===== config.mk =====
export PLATFORM = sky130hd
export DESIGN_NAME = cart_loader_top
export DESIGN_NICKNAME = d
export VERILOG_FILES = /design/src/logic/cart_pkg.sv /design/src/logic/loader_pkg.sv /design/src/logic/download_if.sv /design/src/logic/cart_header_sniffer.sv /design/src/logic/region_select.sv /design/src/logic/bank_regs.sv /design/src/logic/rom_mapper.sv /design/src/logic/cheat_code_loader.sv /design/src/logic/cart_loader_top.sv
export SDC_FILE = /design/constraint.sdc
export NUM_CORES = 1
export LEC_CHECK = 0
export ABC_CLOCK_PERIOD_IN_PS = 2850
export BUFFER_PORTS_ARGS = -buffer_cell sky130_fd_sc_hd__buf_4
export CAP_MARGIN = 0
export CORE_MARGIN = 8
export CORE_UTILIZATION = 48
export CTS_BUF_LIST = sky130_fd_sc_hd__clkbuf_16
export CTS_CLUSTER_DIAMETER = 120
export DETAILED_ROUTE_END_ITERATION = 16
export PLACE_DENSITY = 0.85
export SLEW_MARGIN = 0
export SYNTH_ARGS = -nofsm -noshare
export SYNTH_HDL_FRONTEND = slang
export SYNTH_SLANG_ARGS = --single-unit

===== constraint.sdc =====
create_clock -name clk_sys -period 2.85 [get_ports clk_sys]
set_input_delay 0.57 -clock clk_sys [delete_from_list [all_inputs] [get_ports clk_sys]]
set_output_delay 0.57 -clock clk_sys [all_outputs]
set_load 0.01 [all_outputs]

===== src/logic/cart_pkg.sv =====
////////////////////////////////////////////////////////////
// Memory side types for the cartridge mapper
// CPU addresses are word addresses and bit 0 is never carried
// SDRAM addresses are word addresses into a 16M word space
////////////////////////////////////////////////////////////
`default_nettype none

package cart_pkg;

	// CPU word address, byte address bits 23 to 1
	typedef logic [23:1] cpu_addr_t;

	// SDRAM word address
	typedef logic [23:0] mem_addr_t;

	typedef logic [15:0] data_t; // Bus data word

	// One mapper bank, selects a 512 KB window
	typedef logic [4:0] bank_t;

	localparam int BANK_COUNT = 8;

	// All banks packed, bank n at bits 5n+4 to 5n
	typedef logic [BANK_COUNT*$bits(bank_t)-1:0] bank_table_t;

	// ROM size mask over byte address bits 23 to 13
	typedef logic [23:13] rom_mask_t;

endpackage

`default_nettype wire


===== src/logic/loader_pkg.sv =====
////////////////////////////////////////////////////////////
// Download stream and cartridge header definitions
// Every ROM index is taken as a cartridge image
////////////////////////////////////////////////////////////
`default_nettype none

package loader_pkg;

	typedef logic [7:0]  dl_index_t;
	typedef logic [24:0] dl_addr_t; // Byte address of the download

	localparam logic [5:0] IDX_ROM_LAST = 6'd1; // Highest ROM index, low six bits
	localparam dl_index_t  IDX_CHEAT    = 8'hFF;

	localparam dl_addr_t HDR_REGION_ADDR = 25'h1F0; // Region letter in the header

	typedef logic [1:0] region_t;
	localparam region_t REGION_JAPAN  = 2'd0;
	localparam region_t REGION_USA    = 2'd1;
	localparam region_t REGION_EUROPE = 2'd2;

	// Cheat code, words arrive big endian from the host
	typedef struct packed {
		logic [31:0] flags;
		logic [31:0] address;
		logic [31:0] compare;
		logic [31:0] replace;
	} cheat_code_t;

	function automatic logic is_rom_index(input dl_index_t index);
		return index[5:0] <= IDX_ROM_LAST;
	endfunction

endpackage

`default_nettype wire


===== src/logic/download_if.sv =====
////////////////////////////////////////////////////////////
// Download stream from the host, one word per wr strobe
// No back-pressure, a strobe may come on every cycle
////////////////////////////////////////////////////////////
`timescale 1ns/1ps
`default_nettype none

interface download_if
	import cart_pkg::*, loader_pkg::*;
();

	logic      active; // Download in progress
	dl_index_t index;
	logic      wr;     // One cycle write strobe
	dl_addr_t  addr;
	data_t     data;

	modport source (output active, index, wr, addr, data);

	// Each sink decodes ROM or cheat writes on its own
	modport sink (input active, index, wr, addr, data);

endinterface

`default_nettype wire


===== src/logic/cart_header_sniffer.sv =====
////////////////////////////////////////////////////////////
// Picks the region letter out of the ROM header and
// builds the ROM size mask while the image streams in.
// The mask is only valid once the whole image is loaded
////////////////////////////////////////////////////////////
`timescale 1ns/1ps
`default_nettype none

module cart_header_sniffer
	import cart_pkg::*, loader_pkg::*;
(
	input  logic        clk_sys,
	input  logic        reset,

	download_if.sink    dl,

	output region_t     region_detect,
	output rom_mask_t   rom_mask
);

	logic rom_wr;
	logic hdr_hit;
	logic restart;

	assign rom_wr  = dl.active & dl.wr & is_rom_index(dl.index);
	assign hdr_hit = rom_wr && (dl.addr == HDR_REGION_ADDR);
	assign restart = (dl.addr == '0); // First word of a new image

	////////////////////////////////////////////////////////////
	// Region letter

	always_ff @(posedge clk_sys) begin
		if (reset) begin
			region_detect <= REGION_JAPAN;
		end else if (hdr_hit) begin
			// Only the first letter of the region field is looked at
			if (dl.data[7:0] == "J") begin
				region_detect <= REGION_JAPAN;
			end else if (dl.data[7:0] == "U") begin
				region_detect <= REGION_USA;
			end else begin
				region_detect <= REGION_EUROPE; // Any other letter
			end
		end
	end

	////////////////////////////////////////////////////////////
	// Size mask

	always_ff @(posedge clk_sys) begin
		if (reset) begin
			rom_mask <= '0;
		end else if (rom_wr) begin
			if (restart) begin
				rom_mask <= dl.addr[23:13];
			end else begin
				rom_mask <= rom_mask | dl.addr[23:13]; // Highest address seen so far
			end
		end
	end

endmodule

`default_nettype wire


===== src/logic/region_select.sv =====
////////////////////////////////////////////////////////////
// Region register with manual override. region_reset holds
// the console in reset for 2^REGION_HOLD_BITS-1 cycles
// after the last change, and again after reset
////////////////////////////////////////////////////////////
`timescale 1ns/1ps
`default_nettype none

module region_select
	import loader_pkg::*;
#(
	parameter int REGION_HOLD_BITS = 16
) (
	input  logic       clk_sys,
	input  logic       reset,

	input  region_t    region_detect,
	input  logic [1:0] region_sel,   // 0 auto, 1 JP, 2 US, 3 EU

	output region_t    region,
	output logic       region_reset
);

	region_t                     region_next;
	logic [REGION_HOLD_BITS-1:0] settle_cnt;

	assign region_next = (region_sel != 2'd0) ? region_t'(region_sel - 2'd1)
	                                           : region_detect;

	always_ff @(posedge clk_sys) begin
		if (reset) begin
			region     <= REGION_JAPAN;
			settle_cnt <= '0;
		end else begin
			region <= region_next;
			if (region != region_next) begin
				settle_cnt <= '0; // Restart settle on every change
			end else if (~&settle_cnt) begin
				settle_cnt <= settle_cnt + 1'b1;
			end
		end
	end

	assign region_reset = ~&settle_cnt; // Saturates at all ones

endmodule

`default_nettype wire


===== src/logic/bank_regs.sv =====
////////////////////////////////////////////////////////////
// Bank registers of the large ROM mapper.
// Writes are taken only for images over 4 MB, and
// window 0 is fixed to bank 0
////////////////////////////////////////////////////////////
`timescale 1ns/1ps
`default_nettype none

module bank_regs
	import cart_pkg::*;
(
	input  logic        clk_sys,
	input  logic        reset,

	input  logic        dl_active,
	input  rom_mask_t   rom_mask,

	input  logic        page_wr,
	input  logic [2:0]  page_sel,
	input  bank_t       page_data,

	output bank_table_t bank_table
);

	bank_t banks [BANK_COUNT];
	logic  big_rom;
	logic  page_ok;

	assign big_rom = |rom_mask[23:22]; // Image reaches past 4 MB
	assign page_ok = page_wr && (page_sel != 3'd0) && big_rom;

	always_ff @(posedge clk_sys) begin
		if (reset | dl_active) begin
			// Identity mapping, bank n in window n
			for (int i = 0; i < BANK_COUNT; i++) begin
				banks[i] <= bank_t'(i);
			end
		end else if (page_ok) begin
			banks[page_sel] <= page_data;
		end
	end

	////////////////////////////////////////////////////////////
	// Pack for the mapper

	always_comb begin
		for (int i = 0; i < BANK_COUNT; i++) begin
			bank_table[i*$bits(bank_t) +: $bits(bank_t)] = banks[i];
		end
	end

endmodule

`default_nettype wire


===== src/logic/rom_mapper.sv =====
////////////////////////////////////////////////////////////
// Turns CPU reads and ROM download writes into SDRAM
// requests one cycle later. A download write wins over
// a read in the same cycle and the read is lost
////////////////////////////////////////////////////////////
`timescale 1ns/1ps
`default_nettype none

module rom_mapper
	import cart_pkg::*, loader_pkg::*;
(
	input  logic        clk_sys,
	input  logic        reset,

	download_if.sink    dl,
	input  bank_table_t bank_table,
	input  rom_mask_t   rom_mask,

	input  logic        rd_req,
	input  cpu_addr_t   rd_addr,

	output logic        mem_stb,
	output logic        mem_we,
	output mem_addr_t   mem_addr,
	output data_t       mem_wdata
);

	logic      rom_wr;
	bank_t     rd_bank;
	cpu_addr_t rom_addr;

	assign rom_wr  = dl.active & dl.wr & is_rom_index(dl.index);
	assign rd_bank = bank_table[rd_addr[21:19]*$bits(bank_t) +: $bits(bank_t)];

	// Bank replaces window bits, then wrap to the image size
	assign rom_addr = {rd_bank, rd_addr[18:1]} & {rom_mask, 12'hFFF};

	always_ff @(posedge clk_sys) begin
		if (reset) begin
			mem_stb <= 1'b0;
			mem_we  <= 1'b0;
		end else begin
			mem_stb <= rom_wr | rd_req;
			mem_we  <= rom_wr;
		end
	end

	always_ff @(posedge clk_sys) begin
		if (rom_wr) begin
			mem_addr  <= {2'b00, dl.addr[22:1]};
			mem_wdata <= {dl.data[7:0], dl.data[15:8]}; // Host order is byte swapped
		end else if (rd_req) begin
			mem_addr  <= {2'b00, rom_addr[22:1]}; // Cart ROM in the low 8 MB
		end
	end

endmodule

`default_nettype wire


===== src/logic/cheat_code_loader.sv =====
////////////////////////////////////////////////////////////
// Builds 128-bit cheat codes from the cheat download index.
// A code is 16 bytes and offset 14 must come last
////////////////////////////////////////////////////////////
`timescale 1ns/1ps
`default_nettype none

module cheat_code_loader
	import loader_pkg::*;
(
	input  logic        clk_sys,
	input  logic        reset,

	download_if.sink    dl,

	output cheat_code_t cheat_code,
	output logic        cheat_stb,   // Code complete
	output logic        cheat_clear  // New cheat list starts
);

	logic cheat_wr;

	assign cheat_wr = dl.active & dl.wr & (dl.index == IDX_CHEAT);

	always_ff @(posedge clk_sys) begin
		if (reset) begin
			cheat_stb   <= 1'b0;
			cheat_clear <= 1'b0;
		end else begin
			cheat_stb   <= cheat_wr && (dl.addr[3:0] == 4'd14);
			cheat_clear <= cheat_wr && (dl.addr == '0);
		end
	end

	////////////////////////////////////////////////////////////
	// Field assembly, low word first

	always_ff @(posedge clk_sys) begin
		if (cheat_wr) begin
			case (dl.addr[3:0])
				4'd0:  cheat_code.flags[15:0]    <= dl.data;
				4'd2:  cheat_code.flags[31:16]   <= dl.data;
				4'd4:  cheat_code.address[15:0]  <= dl.data;
				4'd6:  cheat_code.address[31:16] <= dl.data;
				4'd8:  cheat_code.compare[15:0]  <= dl.data;
				4'd10: cheat_code.compare[31:16] <= dl.data;
				4'd12: cheat_code.replace[15:0]  <= dl.data;
				4'd14: cheat_code.replace[31:16] <= dl.data; // Last word
				default: ; // Odd offsets never come on a word stream
			endcase
		end
	end

endmodule

`default_nettype wire


===== src/logic/cart_loader_top.sv =====
////////////////////////////////////////////////////////////
// Cartridge loading and mapping, plain ports to the core.
// All strobes are single cycle with no back-pressure
////////////////////////////////////////////////////////////
`timescale 1ns/1ps
`default_nettype none

module cart_loader_top
	import cart_pkg::*, loader_pkg::*;
#(
	parameter int REGION_HOLD_BITS = 16
) (
	input  logic        clk_sys,
	input  logic        reset,

	// Download stream
	input  logic        dl_active,
	input  logic        dl_wr,
	input  dl_index_t   dl_index,
	input  dl_addr_t    dl_addr,
	input  data_t       dl_data,

	input  logic [1:0]  region_sel,

	// Mapper page writes from the CPU
	input  logic        page_wr,
	input  logic [2:0]  page_sel,
	input  bank_t       page_data,

	input  logic        rd_req,
	input  cpu_addr_t   rd_addr,

	// SDRAM request
	output logic        mem_stb,
	output logic        mem_we,
	output mem_addr_t   mem_addr,
	output data_t       mem_wdata,

	output region_t     region,
	output logic        region_reset,

	output cheat_code_t cheat_code,
	output logic        cheat_stb,
	output logic        cheat_clear
);

	region_t     region_detect;
	rom_mask_t   rom_mask;
	bank_table_t bank_table;

	download_if dl_bus ();

	// Source side of the stream
	assign dl_bus.active = dl_active;
	assign dl_bus.index  = dl_index;
	assign dl_bus.wr     = dl_wr;
	assign dl_bus.addr   = dl_addr;
	assign dl_bus.data   = dl_data;

	cart_header_sniffer u_sniffer (
		.clk_sys       (clk_sys),
		.reset         (reset),
		.dl            (dl_bus.sink),
		.region_detect (region_detect),
		.rom_mask      (rom_mask)
	);

	region_select #(
		.REGION_HOLD_BITS (REGION_HOLD_BITS)
	) u_region (
		.clk_sys       (clk_sys),
		.reset         (reset),
		.region_detect (region_detect),
		.region_sel    (region_sel),
		.region        (region),
		.region_reset  (region_reset)
	);

	bank_regs u_banks (
		.clk_sys    (clk_sys),
		.reset      (reset),
		.dl_active  (dl_active),
		.rom_mask   (rom_mask),
		.page_wr    (page_wr),
		.page_sel   (page_sel),
		.page_data  (page_data),
		.bank_table (bank_table)
	);

	rom_mapper u_mapper (
		.clk_sys    (clk_sys),
		.reset      (reset),
		.dl         (dl_bus.sink),
		.bank_table (bank_table),
		.rom_mask   (rom_mask),
		.rd_req     (rd_req),
		.rd_addr    (rd_addr),
		.mem_stb    (mem_stb),
		.mem_we     (mem_we),
		.mem_addr   (mem_addr),
		.mem_wdata  (mem_wdata)
	);

	cheat_code_loader u_cheats (
		.clk_sys     (clk_sys),
		.reset       (reset),
		.dl          (dl_bus.sink),
		.cheat_code  (cheat_code),
		.cheat_stb   (cheat_stb),
		.cheat_clear (cheat_clear)
	);

endmodule

`default_nettype wire


# After elaboration in Yosys (flattened, before gate mapping)
# Memory sizes are Yosys's and may differ from the RTL's.
# Cells that the tools add are included.
# word_totals
mem_bits_rw	40
latch_bits	0
romBits	0
inputBits	88
register_bits	201
out_inout_bits	175
wordCells	80
n_memories	1
# classes
n_addsub	2
muxes	14
n_bitwise	7
eq_ne	12
n_mul	1
div_mod_pow	0
n_reduce_logical	23
order_cmp	1
n_shift	1
# mem_list
memory	depth	width	rd	rd_clocked_by_memory_dff	wr	line	rtl
u_banks.banks	8	5	8	0	8	bank_regs.sv:25	bank_t banks [BANK_COUNT];
# ops
op	n
$mux 22	2
$shiftx 40x7->4	1
$eq 25x9->1 const B	1
$logic_not 25->1	1
$and 22x22->22	1
$add 16x1->16 const B	1
$eq 4x4->1 const B	4
$eq 8x7->1 const B	2
$reduce_and 16->1	1
$reduce_and 2->1	8
$mux 11	1
$or 11x11->11	1
$eq 4x3->1 const B	2
$eq 8x8->1 const B	1
$le 6x1->1 const B	1
$mul 3x3->6 const B	1
$mux 1	6
$mux 2	3
$logic_and 1x1->1	5
$mux 5	1
$reduce_or 5->1	1
$eq 4x2->1 const B	1
$logic_not 4->1	1
$reduce_bool 2->1	2
other kinds (8)	12

# Depth between registers and ports, before layout
# logic_depth
depth_word	8
ltp_mapped	8
mapped_depth_nobuf	6

# Hierarchy
# A second synthesis with hierarchy kept.
# hier_totals
cells_unflattened	536
hier_area_um2	9063.7
# by_module_without_submodules
module	cells_each	n_inst	seq_area_each_um2	area_per_inst_um2
cheat_code_loader	155	1	3883.7	4096.4
rom_mapper	116	1	1181.1	1860.5
bank_regs	107	1	1201.2	1594.0
region_select	104	1	360.3	937.1
cart_header_sniffer	54	1	260.2	575.6

# Least setup slack after synthesis
# Ideal clock, no wire load.
# synth_timing
path_type	in2reg
startpoint	input port dl_index[6]
endpoint	register u_cheats.cheat_code[112] (netlist name)
t_required_ns	2.441
setup_slack_ns	0.202
t_arrival_ns	2.238
setup_time_ns	0.409
path_buffers	0
stages	4
path_cell_list	nand4_1 nor3_1 nand3b_1 nor3_1
# synth_between
elab_chain_len	3
# synth_rtl
element	line	rtl
start, declared	cart_loader_top.sv:19	input dl_index_t dl_index,
$eq 8x8->1	cheat_code_loader.sv:23	assign cheat_wr = dl.active & dl.wr & (dl.index == IDX_CHEAT);
$and 1x1->1	cheat_code_loader.sv:23	
$reduce_and 2->1 (no line)	--	
# Every way passes these cells.
# A chain may end at the register's enable or synchronous reset.

# Worst setup path after layout
# layout_timing
startpoint	register u_region.settle_cnt[0]
endpoint	output port region_reset
# layout_between
elab_chain_len	2
# layout_rtl
element	line	rtl
start, declared	region_select.sv:25	logic [REGION_HOLD_BITS-1:0] settle_cnt;
start signal, assigned	region_select.sv:39	settle_cnt <= settle_cnt + 1'b1;
$reduce_and 16->1	region_select.sv:44	assign region_reset = ~&settle_cnt;
$logic_not 1->1	--	
end, declared	cart_loader_top.sv:40	output logic region_reset,
# Every way passes these cells.

==> metrics.csv <==
stage;metric;value;unit
worst_setup_path;Crit. End Element;primary output;
worst_setup_path;CP delay by family, top;simple AND/OR/NAND/NOR gates;
clock_tree;TritonCTS clock tree;done;
detailed_routing;Via density;5.24;
worst_setup_path;Crit Path Category;register to primary output;
worst_setup_path;CP Launch Type;register;
synthesis;async set-reset flop share out of synthesis;0;
detailed_routing;initial drt markers;418;
finish;# fillers;1173;
finish;most frequent cells in the layout;buf_4, edfxtp_1, nand2_1, dfxtp_1, clkbuf_16;
floorplan;Die Ht;149;µm
sta;Final Critical Period;2570;ps
clock_tree;clk root buf;clkbuf_16;
synthesis;Main synth FF type;edfxtp_1;
synthesis;synthesized cell area;8470;µm²
worst_setup_path;Worst path max stage delay;410;ps
global_routing;vias in the first global route;5549;
sta;Final Setup Violations;0;
sta;setup ws final;284;ps
place;gp weighted congestion;0.851;
worst_setup_path;crit path cell chain;ha_1, nand4_1, nor4_4, clkinv_1, buf_4;
clock_tree;number of buffers created by CTS;24;
sta;fin crit share;0.900;
global_routing;antenna violations before repair;0;
sta;final slew viol count;0;
worst_setup_path;crit path buf inv count;2;
job;maxcap violations;0;
floorplan;row cnt;48;
clock_tree;Clock Latency Late Sink;490;ps
power;sw frac;0.191;
global_routing;GRT overflow;0;
sta;FMAX;0.390;GHz
clock_tree;H-tree depth;1;
place;DP Wirelength;16400;µm
power;Power Internal;5920;µW
place;Placement Setup Slack;306;ps
detailed_routing;drt total wl;22500;µm
power;Worst VDD drop;0.496;mV
power;P_sw;1400;µW
clock_tree;Clock transition at path regs;60;ps
detailed_routing;Pre-antenna DRT Iters;5;
power;Sequential Power Share;0.512;
hold_path;worst hold-check path type;input port to register;
global_routing;global-route wire length before repair;32900;µm
sta;RSZ-0062 raised after global routing;no;
finish;Total Nets Final;914;
finish;Antenna Cells;0;
place;placed cell areas;10800;µm²
synthesis;Cells after Synth;536;
power;leakage power;0.00448;µW
worst_setup_path;WP data required;2280;ps
power;Comb power frac;0.041;
clock_tree;clk sinks;233;
sta;Worst slew margin;0.598;
synthesis;Post-synth EDFFs;198;
power;pwr dens;629;nW/µm²
sta;Final TNS setup;0;ps
synthesis;Ys Warns;0;
place;port bufs;257;
synthesis;register bit count reported by yosys;233;
synthesis;Synth Area per Inst;15.8;µm²
floorplan;die area;22200;µm²
global_routing;largest net degree at the start of global routing;60;
sta;Final Hold Fails;0;
finish;fin area;11600;µm²
sta;Clock Skew;7.06;ps
worst_setup_path;WP data arrival;2000;ps
sta;worst hold margin;323;ps
sta;Slew @ Worst Pin;595;ps
finish;Area Growth Syn to Fin;37.4;%
detailed_routing;Post-route DRC;0;
floorplan;core footprint;17300;µm²
synthesis;part of the Yosys area used for sequential elements;0.784;
floorplan;Initial Util;0.490;
clock_tree;CTS Hold Bufs;0;
power;Pwr Total;7320;µW
detailed_routing;via count;5595;
finish;commonest non-fill, non-tap cell in the layout;buf_4;
power;clock power share;0.447;
synthesis;Yosys cell types;49;
clock_tree;Max Root-Sink Buffers;3;
finish;share of post-route cells with drive strength above 1;0.399;
worst_setup_path;critical path peak fanout;5;
detailed_routing;DR WL/cell;21.1;µm
global_routing;Total GRT Usage;0.193;
floorplan;chip width;149;µm
worst_setup_path;critical path's slowest cell;dfxtp_1;
status;status;complete, no violations;
floorplan;top-level I/O count;263;
detailed_routing;Final ANT Viol Nets;0;
==> cells in the mapped netlist (2+ instances only) <==
library cell | instances | area share
or4_1 | 3 | 0.0027
nand3_1 | 14 | 0.0083
a211oi_1 | 4 | 0.0035
o21a_1 | 2 | 0.0018
o211ai_1 | 2 | 0.0018
clkbuf_1 | 8 | 0.0035
a21oi_1 | 20 | 0.012
nor2b_1 | 2 | 0.0015
nor4bb_1 | 2 | 0.0024
xor2_1 | 2 | 0.0021
o21ai_0 | 7 | 0.0041
nor2_1 | 26 | 0.012
a311oi_1 | 10 | 0.010
and3_1 | 5 | 0.0037
mux2i_1 | 7 | 0.0083
o31ai_1 | 2 | 0.0018
nor4b_1 | 2 | 0.0021
nand2b_1 | 13 | 0.0096
inv_1 | 7 | 0.0031
nor4_1 | 10 | 0.0074
edfxtp_1 | 198 | 0.70
nand4_1 | 9 | 0.0066
xnor2_1 | 2 | 0.0021
a31oi_1 | 2 | 0.0015
buf_1 | 2 | 0.00089
nor3b_1 | 4 | 0.0035
or2_2 | 3 | 0.0022
nor3_1 | 8 | 0.0047
buf_4 | 2 | 0.0018
and3b_1 | 2 | 0.0021
nor4_4 | 2 | 0.0050
nand2_1 | 76 | 0.034
buf_2 | 2 | 0.0012
nand3b_1 | 3 | 0.0027
buf_6 | 3 | 0.0040
dfxtp_1 | 35 | 0.083
mux4_2 | 8 | 0.021
and2_1 | 14 | 0.010
or3_1 | 3 | 0.0022
==> cell families after synthesis <==
family / Yosys count / synth area share
xor gates and xnor gates: 4 / 0.00414
adders and majority gates: 1 / 0.00148
buffers and inverters: 27 / 0.0161
other: 1 / 0.000443
DFF: 233 / 0.784
AOI/OAI and AO/OA: 52 / 0.0394
and+or+nand+nor: 202 / 0.123
muxes: 16 / 0.0309
==> final cells by class <==
class,instances,area (µm²),share of cell area
flip-flops and latches,233,6650,0.571
repair buffers,276,2100,0.180
multi-input cells,281,1740,0.150
clock buffers,25,626,0.0537
well taps,225,282,0.0242
clock inverters,18,215,0.0185
inverters,9,35.0,0.00301
==> power groups by stage <==
stage / Clock [µW] / Sequential [µW] / Combinational (µW)
floorplan: 0 / 3830 / 84.3
global placement: 0 / 3820 / 288
detailed placement: 0 / 3820 / 297
CTS: 3330 / 3750 / 298
global route: 3450 / 3750 / 320
finish: 3270 / 3750 / 297
==> final timing paths <==
check | start | to | slack, ps | cells after the start
setup / recovery | u_region.settle_cnt[0] | region_reset | 280 | 5
hold / removal | dl_data[8] | u_cheats.cheat_code[88] | 320 | 1
setup reg to reg | u_sniffer.rom_mask[9] | u_banks.banks[5][0] | 980 | 4
hold reg to reg | u_sniffer.region_detect[1] | u_sniffer.region_detect[1] | 490 | 2
==> metal layers <==
metal / global-route usage / vias to the layer above / wire length, µm
li1: - / 2609 / -
met1: 0.218 / 2673 / 8090
met2: 0.352 / 269 / 11800
met3: 0.0492 / 44 / 2020
met4: 0.0601 / 0 / 581
met5: 0 / - / 0
==> timing repair <==
item | CTS | global route
endpoints found under the hold margin | 0 | 0
endpoints found under the setup margin | 0 | 1
gates resized for setup | 0 | 0
buffers inserted | 0 | 2
==> stage by stage <==
stage | std cells | utilization
2_1_floorplan | 541 | -
3_3_place_gp | 1022 | 0.624
3_5_place_dp | 1022 | 0.624
4_1_cts | 1065 | 0.672
5_1_grt | 1067 | 0.673
6_report | 1067 | 0.673
==> sequential cells by signal (all words and copies together), names as in the netlist <==
| name | cells |
|---|---|
| u_cheats.cheat_code | 128 |
| u_banks.banks | 32 |
| u_mapper.mem_addr | 22 |
| u_mapper.mem_wdata | 16 |
| u_region.settle_cnt | 16 |
| u_sniffer.rom_mask | 11 |
| u_region.region | 2 |
| u_sniffer.region_detect | 2 |
| u_cheats.cheat_clear | 1 |
| u_cheats.cheat_stb | 1 |
| u_mapper.mem_stb | 1 |
| u_mapper.mem_we | 1 |
Note: power is estimated with default switching activity, not from simulation.
